$ cat src/design/lsu_isa_pkg.sv
// --------------------------------------------------------------------------
// instruction set view of the load/store unit, 32-bit data only
// bit 2 of a format marks an unsigned load, the low two bits are the size
// --------------------------------------------------------------------------
package lsu_isa_pkg;

    localparam int xlen    = 32;
    localparam int nr_bits = 5;

    // load/store formats
    typedef enum logic [2:0] {
        fmt_b  = 3'b000,
        fmt_h  = 3'b001,
        fmt_w  = 3'b010,
        fmt_bu = 3'b100,
        fmt_hu = 3'b101
    } lsu_fmt_e;

    // access sizes, as coded in the low format bits
    typedef enum logic [1:0] {
        size_byte = 2'd0,
        size_half = 2'd1,
        size_word = 2'd2
    } lsu_size_e;

    typedef logic [nr_bits-1:0] reg_idx_t;

    function automatic lsu_size_e lsu_size(input lsu_fmt_e fmt);
        lsu_size_e size;
        size = lsu_size_e'(fmt[1:0]);
        return size;
    endfunction

endpackage

$ cat src/design/lsu_pkg.sv
// --------------------------------------------------------------------------
// load/store slice traffic: four lanes of one word each
// the memory tag carries everything needed to finish a load on return
// --------------------------------------------------------------------------
package lsu_pkg;

    import lsu_isa_pkg::*;

    localparam int num_lanes  = 4;
    localparam int word_size  = 4;
    localparam int align_bits = 2;
    localparam int mem_addr_w = 30;
    localparam int nw_width   = 2;
    localparam int pc_bits    = 30;
    localparam int uuid_width = 8;

    typedef logic [num_lanes-1:0] lane_mask_t;
    typedef logic [num_lanes-1:0][xlen-1:0] lane_data_t;
    typedef logic [num_lanes-1:0][align_bits-1:0] lane_align_t;

    // execute packet
    typedef struct packed {
        logic [uuid_width-1:0] uuid;
        logic [nw_width-1:0]   wid;
        lane_mask_t            tmask;
        logic [pc_bits-1:0]    pc;
        reg_idx_t              rd;
        logic                  wb;
        logic                  is_store;
        lsu_fmt_e              fmt;
        logic [11:0]           offset;
        lane_data_t            rs1_data;
        lane_data_t            rs2_data;
    } exec_req_t;

    typedef struct packed {
        logic [uuid_width-1:0] uuid;
        logic [nw_width-1:0]   wid;
        logic [pc_bits-1:0]    pc;
        logic                  wb;
        reg_idx_t              rd;
        lsu_fmt_e              fmt;
        lane_align_t           align;
    } lsu_tag_t;

    typedef struct packed {
        logic                                      rw;
        lane_mask_t                                mask;
        logic [num_lanes-1:0][word_size-1:0]       byteen;
        logic [num_lanes-1:0][mem_addr_w-1:0]      addr;
        lane_data_t                                data;
        lsu_tag_t                                  tag;
    } mem_req_t;

    typedef struct packed {
        lane_mask_t mask;
        lane_data_t data;
        lsu_tag_t   tag;
    } mem_rsp_t;

    typedef struct packed {
        logic [uuid_width-1:0] uuid;
        logic [nw_width-1:0]   wid;
        lane_mask_t            tmask;
        logic [pc_bits-1:0]    pc;
        logic                  wb;
        reg_idx_t              rd;
        lane_data_t            data;
    } commit_t;

endpackage

$ cat src/design/lsu_req_format.sv
// --------------------------------------------------------------------------
// turns an execute packet into one memory request for all lanes
// misaligned accesses are not supported and are flagged in simulation
// --------------------------------------------------------------------------
module lsu_req_format import lsu_isa_pkg::*, lsu_pkg::*; (
    input  logic      clk,
    input  logic      exec_fire,
    input  exec_req_t exec_data,
    output mem_req_t  mem_req
);

    lsu_size_e                          wsize;
    logic [num_lanes-1:0][xlen-1:0]     full_addr;
    lane_align_t                        req_align;
    logic [num_lanes-1:0][word_size-1:0] req_byteen;
    lane_data_t                         req_data;
    lane_mask_t                         lane_misaligned;

    assign wsize = lsu_size(exec_data.fmt);

    for (genvar i = 0; i < num_lanes; i++) begin : g_lane
        logic [word_size-1:0] byteen;

        // base plus sign-extended offset
        assign full_addr[i] = exec_data.rs1_data[i] + xlen'(signed'(exec_data.offset));
        assign req_align[i] = full_addr[i][align_bits-1:0];

        always_comb begin
            case (wsize)
                size_byte: byteen = word_size'(1) << req_align[i];
                size_half: byteen = word_size'(2'b11) << {req_align[i][1], 1'b0};
                default:   byteen = '1;
            endcase
        end

        assign req_byteen[i] = byteen;

        // move the store bytes into their lanes of the word
        assign req_data[i] = exec_data.rs2_data[i] << {req_align[i], 3'b000};

        assign lane_misaligned[i] = (wsize == size_half && req_align[i][0])
                                 || (wsize == size_word && req_align[i] != '0);

        assert property (@(posedge clk) exec_fire && exec_data.tmask[i] |-> !lane_misaligned[i]);
    end

    always_comb begin
        mem_req.rw     = exec_data.is_store;
        mem_req.mask   = exec_data.tmask;
        mem_req.byteen = req_byteen;
        for (int i = 0; i < num_lanes; i++) begin
            mem_req.addr[i] = full_addr[i][xlen-1:align_bits];
        end
        mem_req.data   = req_data;

        // tag comes back unchanged with a load response
        mem_req.tag.uuid  = exec_data.uuid;
        mem_req.tag.wid   = exec_data.wid;
        mem_req.tag.pc    = exec_data.pc;
        mem_req.tag.wb    = exec_data.wb;
        mem_req.tag.rd    = exec_data.rd;
        mem_req.tag.fmt   = exec_data.fmt;
        mem_req.tag.align = req_align;
    end

endmodule

$ cat src/design/lsu_rsp_format.sv
// --------------------------------------------------------------------------
// load response alignment and extension, purely combinational
// lanes outside the response mask carry don't-care data
// --------------------------------------------------------------------------
module lsu_rsp_format import lsu_isa_pkg::*, lsu_pkg::*; (
    input  mem_rsp_t mem_rsp,
    output commit_t  rsp_commit
);

    lsu_tag_t   tag;
    lane_data_t rsp_data;

    assign tag = mem_rsp.tag;

    for (genvar i = 0; i < num_lanes; i++) begin : g_lane
        logic [15:0]     half_sel;
        logic [7:0]      byte_sel;
        logic [xlen-1:0] lane_data;

        // half first, then byte within it
        assign half_sel = tag.align[i][1] ? mem_rsp.data[i][31:16] : mem_rsp.data[i][15:0];
        assign byte_sel = tag.align[i][0] ? half_sel[15:8] : half_sel[7:0];

        always_comb begin
            case (tag.fmt)
                fmt_b:   lane_data = xlen'(signed'(byte_sel));
                fmt_h:   lane_data = xlen'(signed'(half_sel));
                fmt_bu:  lane_data = xlen'(byte_sel);
                fmt_hu:  lane_data = xlen'(half_sel);
                default: lane_data = mem_rsp.data[i];
            endcase
        end

        assign rsp_data[i] = lane_data;
    end

    always_comb begin
        rsp_commit.uuid  = tag.uuid;
        rsp_commit.wid   = tag.wid;
        rsp_commit.tmask = mem_rsp.mask;
        rsp_commit.pc    = tag.pc;
        rsp_commit.wb    = tag.wb;
        rsp_commit.rd    = tag.rd;
        rsp_commit.data  = rsp_data;
    end

endmodule

$ cat src/design/lsu_elastic_buf.sv
// --------------------------------------------------------------------------
// two-entry skid buffer, output always comes from a register
// ready_in is registered and only low with both entries held
// --------------------------------------------------------------------------
module lsu_elastic_buf #(
    parameter type payload_t = logic [31:0]
) (
    input  logic     clk,
    input  logic     reset,
    input  logic     valid_in,
    output logic     ready_in,
    input  payload_t data_in,
    output logic     valid_out,
    input  logic     ready_out,
    output payload_t data_out
);

    logic     out_valid;
    logic     skid_valid;
    payload_t out_data;
    payload_t skid_data;
    logic     in_fire;
    logic     out_load;

    assign ready_in = ~skid_valid;
    assign in_fire  = valid_in && ready_in;
    // output register is free or emptying this cycle
    assign out_load = ~out_valid || ready_out;

    always_ff @(posedge clk) begin
        if (reset) begin
            out_valid  <= 1'b0;
            skid_valid <= 1'b0;
        end else if (out_load) begin
            out_valid  <= skid_valid || valid_in;
            skid_valid <= 1'b0;
        end else if (in_fire) begin
            skid_valid <= 1'b1;
        end
    end

    always_ff @(posedge clk) begin
        if (out_load) begin
            out_data <= skid_valid ? skid_data : data_in;
        end else if (in_fire) begin
            skid_data <= data_in;
        end
    end

    assign valid_out = out_valid;
    assign data_out  = out_data;

    // full and stalled, both held entries stay untouched
    assert property (@(posedge clk) disable iff (reset)
        out_valid && skid_valid && !ready_out
        |=> skid_valid && $stable(skid_data) && $stable(out_data));

endmodule

$ cat src/design/lsu_commit_arb.sv
// --------------------------------------------------------------------------
// fixed priority, input 0 always wins when valid
// one registered output stage which holds under back-pressure
// --------------------------------------------------------------------------
module lsu_commit_arb import lsu_pkg::*; (
    input  logic          clk,
    input  logic          reset,
    input  logic [1:0]    valid_in,
    output logic [1:0]    ready_in,
    input  commit_t [1:0] data_in,
    output logic          valid_out,
    input  logic          ready_out,
    output commit_t       data_out
);

    logic    out_valid;
    commit_t out_data;
    logic    out_load;
    commit_t grant_data;

    assign out_load = ~out_valid || ready_out;

    // input 1 only when input 0 is idle
    assign ready_in[0] = out_load;
    assign ready_in[1] = out_load && ~valid_in[0];

    assign grant_data = valid_in[0] ? data_in[0] : data_in[1];

    always_ff @(posedge clk) begin
        if (reset) begin
            out_valid <= 1'b0;
        end else if (out_load) begin
            out_valid <= |valid_in;
        end
    end

    always_ff @(posedge clk) begin
        if (out_load && |valid_in) begin
            out_data <= grant_data;
        end
    end

    assign valid_out = out_valid;
    assign data_out  = out_data;

    assert property (@(posedge clk) disable iff (reset)
        valid_out && !ready_out |=> valid_out && $stable(data_out));

endmodule

$ cat src/design/lsu_slice.sv
// --------------------------------------------------------------------------
// load/store slice: one memory request per warp instruction
// loads may return out of order, stores commit without a memory response
// --------------------------------------------------------------------------
module lsu_slice import lsu_pkg::*; (
    input  logic      clk,
    input  logic      reset,

    input  logic      exec_valid,
    output logic      exec_ready,
    input  exec_req_t exec_data,

    output logic      mem_req_valid,
    input  logic      mem_req_ready,
    output mem_req_t  mem_req,

    input  logic      mem_rsp_valid,
    output logic      mem_rsp_ready,
    input  mem_rsp_t  mem_rsp,

    output logic      commit_valid,
    input  logic      commit_ready,
    output commit_t   commit
);

    logic    is_store;
    logic    store_blocked;
    logic    exec_fire;
    logic    no_rsp_valid_in;
    logic    no_rsp_ready_in;
    commit_t store_commit;
    commit_t rsp_commit;

    logic    rsp_buf_valid;
    logic    rsp_buf_ready;
    commit_t rsp_buf_data;
    logic    no_rsp_buf_valid;
    logic    no_rsp_buf_ready;
    commit_t no_rsp_buf_data;

    assign is_store      = exec_data.is_store;
    // a store may only go out when its commit slot is free
    assign store_blocked = is_store && ~no_rsp_ready_in;

    assign mem_req_valid   = exec_valid && ~store_blocked;
    assign exec_ready      = mem_req_ready && ~store_blocked;
    assign exec_fire       = exec_valid && exec_ready;
    assign no_rsp_valid_in = exec_valid && is_store && mem_req_ready;

    always_comb begin
        store_commit       = '0;
        store_commit.uuid  = exec_data.uuid;
        store_commit.wid   = exec_data.wid;
        store_commit.tmask = exec_data.tmask;
        store_commit.pc    = exec_data.pc;
    end

    lsu_req_format i_req_format (
        .clk       (clk),
        .exec_fire (exec_fire),
        .exec_data (exec_data),
        .mem_req   (mem_req)
    );

    lsu_rsp_format i_rsp_format (
        .mem_rsp    (mem_rsp),
        .rsp_commit (rsp_commit)
    );

    lsu_elastic_buf #(
        .payload_t (commit_t)
    ) rsp_buf (
        .clk       (clk),
        .reset     (reset),
        .valid_in  (mem_rsp_valid),
        .ready_in  (mem_rsp_ready),
        .data_in   (rsp_commit),
        .valid_out (rsp_buf_valid),
        .ready_out (rsp_buf_ready),
        .data_out  (rsp_buf_data)
    );

    lsu_elastic_buf #(
        .payload_t (commit_t)
    ) no_rsp_buf (
        .clk       (clk),
        .reset     (reset),
        .valid_in  (no_rsp_valid_in),
        .ready_in  (no_rsp_ready_in),
        .data_in   (store_commit),
        .valid_out (no_rsp_buf_valid),
        .ready_out (no_rsp_buf_ready),
        .data_out  (no_rsp_buf_data)
    );

    // load responses take priority over store commits
    lsu_commit_arb i_commit_arb (
        .clk       (clk),
        .reset     (reset),
        .valid_in  ({no_rsp_buf_valid, rsp_buf_valid}),
        .ready_in  ({no_rsp_buf_ready, rsp_buf_ready}),
        .data_in   ({no_rsp_buf_data, rsp_buf_data}),
        .valid_out (commit_valid),
        .ready_out (commit_ready),
        .data_out  (commit)
    );

endmodule

$ cat config.mk
export PLATFORM = sky130hd
export DESIGN_NAME = lsu_slice
export DESIGN_NICKNAME = d
export VERILOG_FILES = /design/src/design/lsu_isa_pkg.sv /design/src/design/lsu_pkg.sv /design/src/design/lsu_req_format.sv /design/src/design/lsu_rsp_format.sv /design/src/design/lsu_elastic_buf.sv /design/src/design/lsu_commit_arb.sv /design/src/design/lsu_slice.sv
export SDC_FILE = /design/constraint.sdc
export NUM_CORES = 1
export LEC_CHECK = 0
export ABC_AREA = 1
export BUFFER_PORTS_ARGS = -buffer_cell sky130_fd_sc_hd__buf_2
export CORE_AREA = 8 8 387 389
export CTS_BUF_LIST = sky130_fd_sc_hd__clkbuf_4
export DETAILED_ROUTE_END_ITERATION = 8
export DIE_AREA = 0 0 395 397
export GPL_ROUTABILITY_DRIVEN = 0
export PLACE_DENSITY_LB_ADDON = 0.08
export SLEW_MARGIN = 25
export SYNTH_ARGS = -nofsm -noshare
export SYNTH_HDL_FRONTEND = slang
export SYNTH_SLANG_ARGS = --single-unit
$ cat constraint.sdc
create_clock -name clk -period 32.3 [get_ports clk]
set_clock_uncertainty 0.15 [all_clocks]
set_input_delay 6.46 -clock clk [delete_from_list [all_inputs] [get_ports clk]]
set_output_delay 6.46 -clock clk [all_outputs]
set_load 0.05 [all_outputs]
==> impl_metrics.yaml <==
floorplan:
  dieWidth_um: 395
  num_io_pins: 1025
  die-area_um2: 157000
  rows: 140
  initial_core_util_pct: 26.2
  die_h_um: 397
  core-area_um2: 144000
clock_tree:
  h-tree-depth: 4
  numCtsBuffers: 174
  path_clk_slew_ps: 60
  post-cts-setup-buffers: 0
  cts_buffer_depth: 3
  postCtsHoldBufs: 0
  clk_latency_ps: 1050
  cts_tree: "built"
  clockRootBuffer: "clkbuf_4"
  cts.sinks: 627
  cts_resized: 0
hold_path:
  holdCritPathClass: "reg2reg"
job:
  max_cap_violations: 0
grt:
  grt_max_degree: 151
  grtUsageTotal_pct: 20.8
  antenna_found_initial: 76
  grt_pass1_wl_um: 242000
  grt-ovfl-total: 0
  grt_pass1_vias: 34898
layout:
  final_cell_area_um2: 46800
  syn2layout_area_growth_pct: 23.9
  layout_commonest_cell: "nand2_1"
  layout.nets: 6436
  most-common-layout-cells: "nand2_1, buf_2, inv_1"
  drive_above_1_share_pct: 23.8
  instances_no_fill: 7878
  fin_util_pct: 32.4
placed_design:
  dp_cells: 7531
  dpl_cell_area_um2: 44400
  port_buffers: 1010
  post-dp-hpwl_um: 133000
setup_path:
  cpMaxStageDelayCell: "o21ai_0"
  cp_max_fo: 33
  critPathKind: "in2out"
  cp.required_ps: 25690
  worstSetupStartpointType: "input pin"
  crit_path_frequent_cell: "buf_2"
  worstPathArrival_ps: 9690
  critical_path.cell_chain: "buf_2 > ha_1 > buf_4 > clkinv_1 > o21ai_0 > o22ai_1 > buf_2"
  max_stage_delay_ps: 1150
  cp-end-kind: "output pin"
sta:
  slew_headroom_pct: 31.6
  setup_tns_ps: 0
  rsz0062_at_grt: "no"
  tightest_slew_ps: 1020
  period_share_pct: 50.5
  whs_ps: 321
  setup_violations: 0
  max_freq_mhz: 61.3
  min_period_ps: 16300
  finalHoldViolCount: 0
  slew_viol_final: 0
power_and_ir_drop:
  p_sw_uw: 978
  ir_drop_mv: 0.0290
  swShare_pct: 39.3
  power_density_nw_per_um2: 53.2
  seqPwrFrac_pct: 38.6
  pwr-share-clk_pct: 29.8
  combPwrFrac_pct: 31.5
  p_int_uw: 1510
  total_leakage_power_uw: 0.0246
synthesis:
  synth_edf_count: 622
  ys.flop_type: "edfxtp_1"
  synthesis.nets: 5430
  avgSynthCellArea_um2: 7.89
  yosysSeqAreaShare_pct: 49.8
  synthCells: 4785
  async_reset_ff_share_pct: 0
  syn_area_um2: 37700
  ys_seq_elements: 627
  synth_cell_types: 41
  yosysWarnings: 0
status:
  status: "completed"
detailed_routing:
  ant_nets: 0
  drtPass1Iterations: 5
  viasPerCell: 4.45
  drc: 0
  wire_per_inst_um: 21.7
  first_iter_violations: 2183
  routed_wl_um: 171000
  num_vias: 35070
[worst paths after layout]
kind	start	end	slack (ps)	depth (start not counted)
worst min-delay path	no_rsp_buf.data_out[153]$_DFFE_PP_	i_commit_arb.data_out[153]$_DFFE_PP_	320	2
worst min register to register	no_rsp_buf.data_out[153]$_DFFE_PP_	i_commit_arb.data_out[153]$_DFFE_PP_	320	2
worst max-delay path	exec_data[256]	mem_req[148]	16000	7
worst max register to register	i_commit_arb.valid_out$_SDFFE_PP0N_	rsp_buf.skid_data[29]$_DFFE_PP_	27770	6
[cell usage after synthesis (3+ instances only)]
cell type / count / share of area [%]
o22ai_1: 58 / 0.96
ha_1: 124 / 4.1
o21ai_0: 163 / 2.2
inv_2: 6 / 0.060
fa_1: 4 / 0.21
nand2_1: 2008 / 20
mux2i_1: 18 / 0.48
a31oi_1: 25 / 0.41
nand3_1: 138 / 1.8
nor3_1: 20 / 0.27
xor2_1: 50 / 1.2
o311ai_1: 3 / 0.070
a21o_1: 4 / 0.080
o21bai_1: 8 / 0.16
o221ai_1: 13 / 0.30
clkinv_1: 5 / 0.050
inv_1: 667 / 6.6
nand3_2: 30 / 0.80
buf_4: 57 / 1.1
buf_6: 10 / 0.30
buf_1: 9 / 0.089
or2_2: 30 / 0.50
o211ai_1: 20 / 0.40
o32ai_1: 5 / 0.12
nand4_1: 17 / 0.28
clkbuf_1: 114 / 1.1
a21oi_1: 96 / 1.3
edfxtp_1: 622 / 49
nor2_1: 385 / 3.8
xnor2_1: 12 / 0.28
a22oi_1: 19 / 0.38
nand2_4: 5 / 0.15
buf_2: 23 / 0.30
dfxtp_1: 5 / 0.27
[area by class of cell]
type	count	area [um2]
Fill cell	15784	97400
Sequential cell	627	18800
Multi-Input combinational cell	3267	15300
Timing Repair Buffer	1043	5340
Inverter	678	2550
Tap cell	1917	2400
Clock buffer	269	2020
Clock inverter	42	220
Antenna cell	35	87.6
[kinds of logic (layout without fill, tap and decap cells)]
| logic type | count (synthesis) | count (layout) | share of synthesized area (%) |
|---|---|---|---|
| flops | 627 | 627 | 49.8 |
| simple gates | 2639 | 2639 | 27.8 |
| compound gates | 420 | 420 | 6.49 |
| mux | 18 | 18 | 0.477 |
| other cells | 0 | 35 | 0 |
| xor+xnor | 62 | 62 | 1.44 |
| fa+ha+maj | 128 | 128 | 4.32 |
| buf+inv | 891 | 2032 | 9.70 |
[power groups by stage]
stage	combinational [uW]	clock, uW	sequential [uW]
after floorplan	474	0	1030
after global placement	791	0	978
after detailed placement	791	0	978
after CTS	793	779	961
after global routing	838	818	964
final	784	742	961
[per-layer routing]
| layer | routed length (um) | GRT usage [%] | up-vias |
|---|---|---|---|
| met5 | 316 | 0 | - |
| met1 | 68500 | 24.0 | 16270 |
| met3 | 13200 | 7.16 | 252 |
| li1 | - | - | 17423 |
| met4 | 5170 | 6.98 | 50 |
| met2 | 83400 | 35.8 | 1075 |
[critical path: cells and delay by family]
| kind | cells | cell delay, ps |
|---|---|---|
| AO/OA/AOI/OAI | 2 | 1280 |
| adder cells (fa/ha/maj) | 1 | 270 |
| buffers and inverters | 4 | 1620 |
[sequential cells by signal (all words and copies together), names as in the netlist]
| register | flops |
|---|---|
| no_rsp_buf.data_out | 44 |
| no_rsp_buf.skid_valid | 1 |
| rsp_buf.data_out | 178 |
| i_commit_arb.data_out | 178 |
| i_commit_arb.valid_out | 1 |
| rsp_buf.skid_valid | 1 |
| no_rsp_buf.skid_data | 44 |
| rsp_buf.valid_out | 1 |
| no_rsp_buf.valid_out | 1 |
| rsp_buf.skid_data | 178 |
[metrics by stage]
stage               power (uW)  setup WS (ps)
detailed placement        1770          16070
global placement          1770          16060
global route              2620          15740
floorplan                 1510          10470
CTS                       2530          16070
finish                    2490          16000
Power figures use the tool's default switching activity.
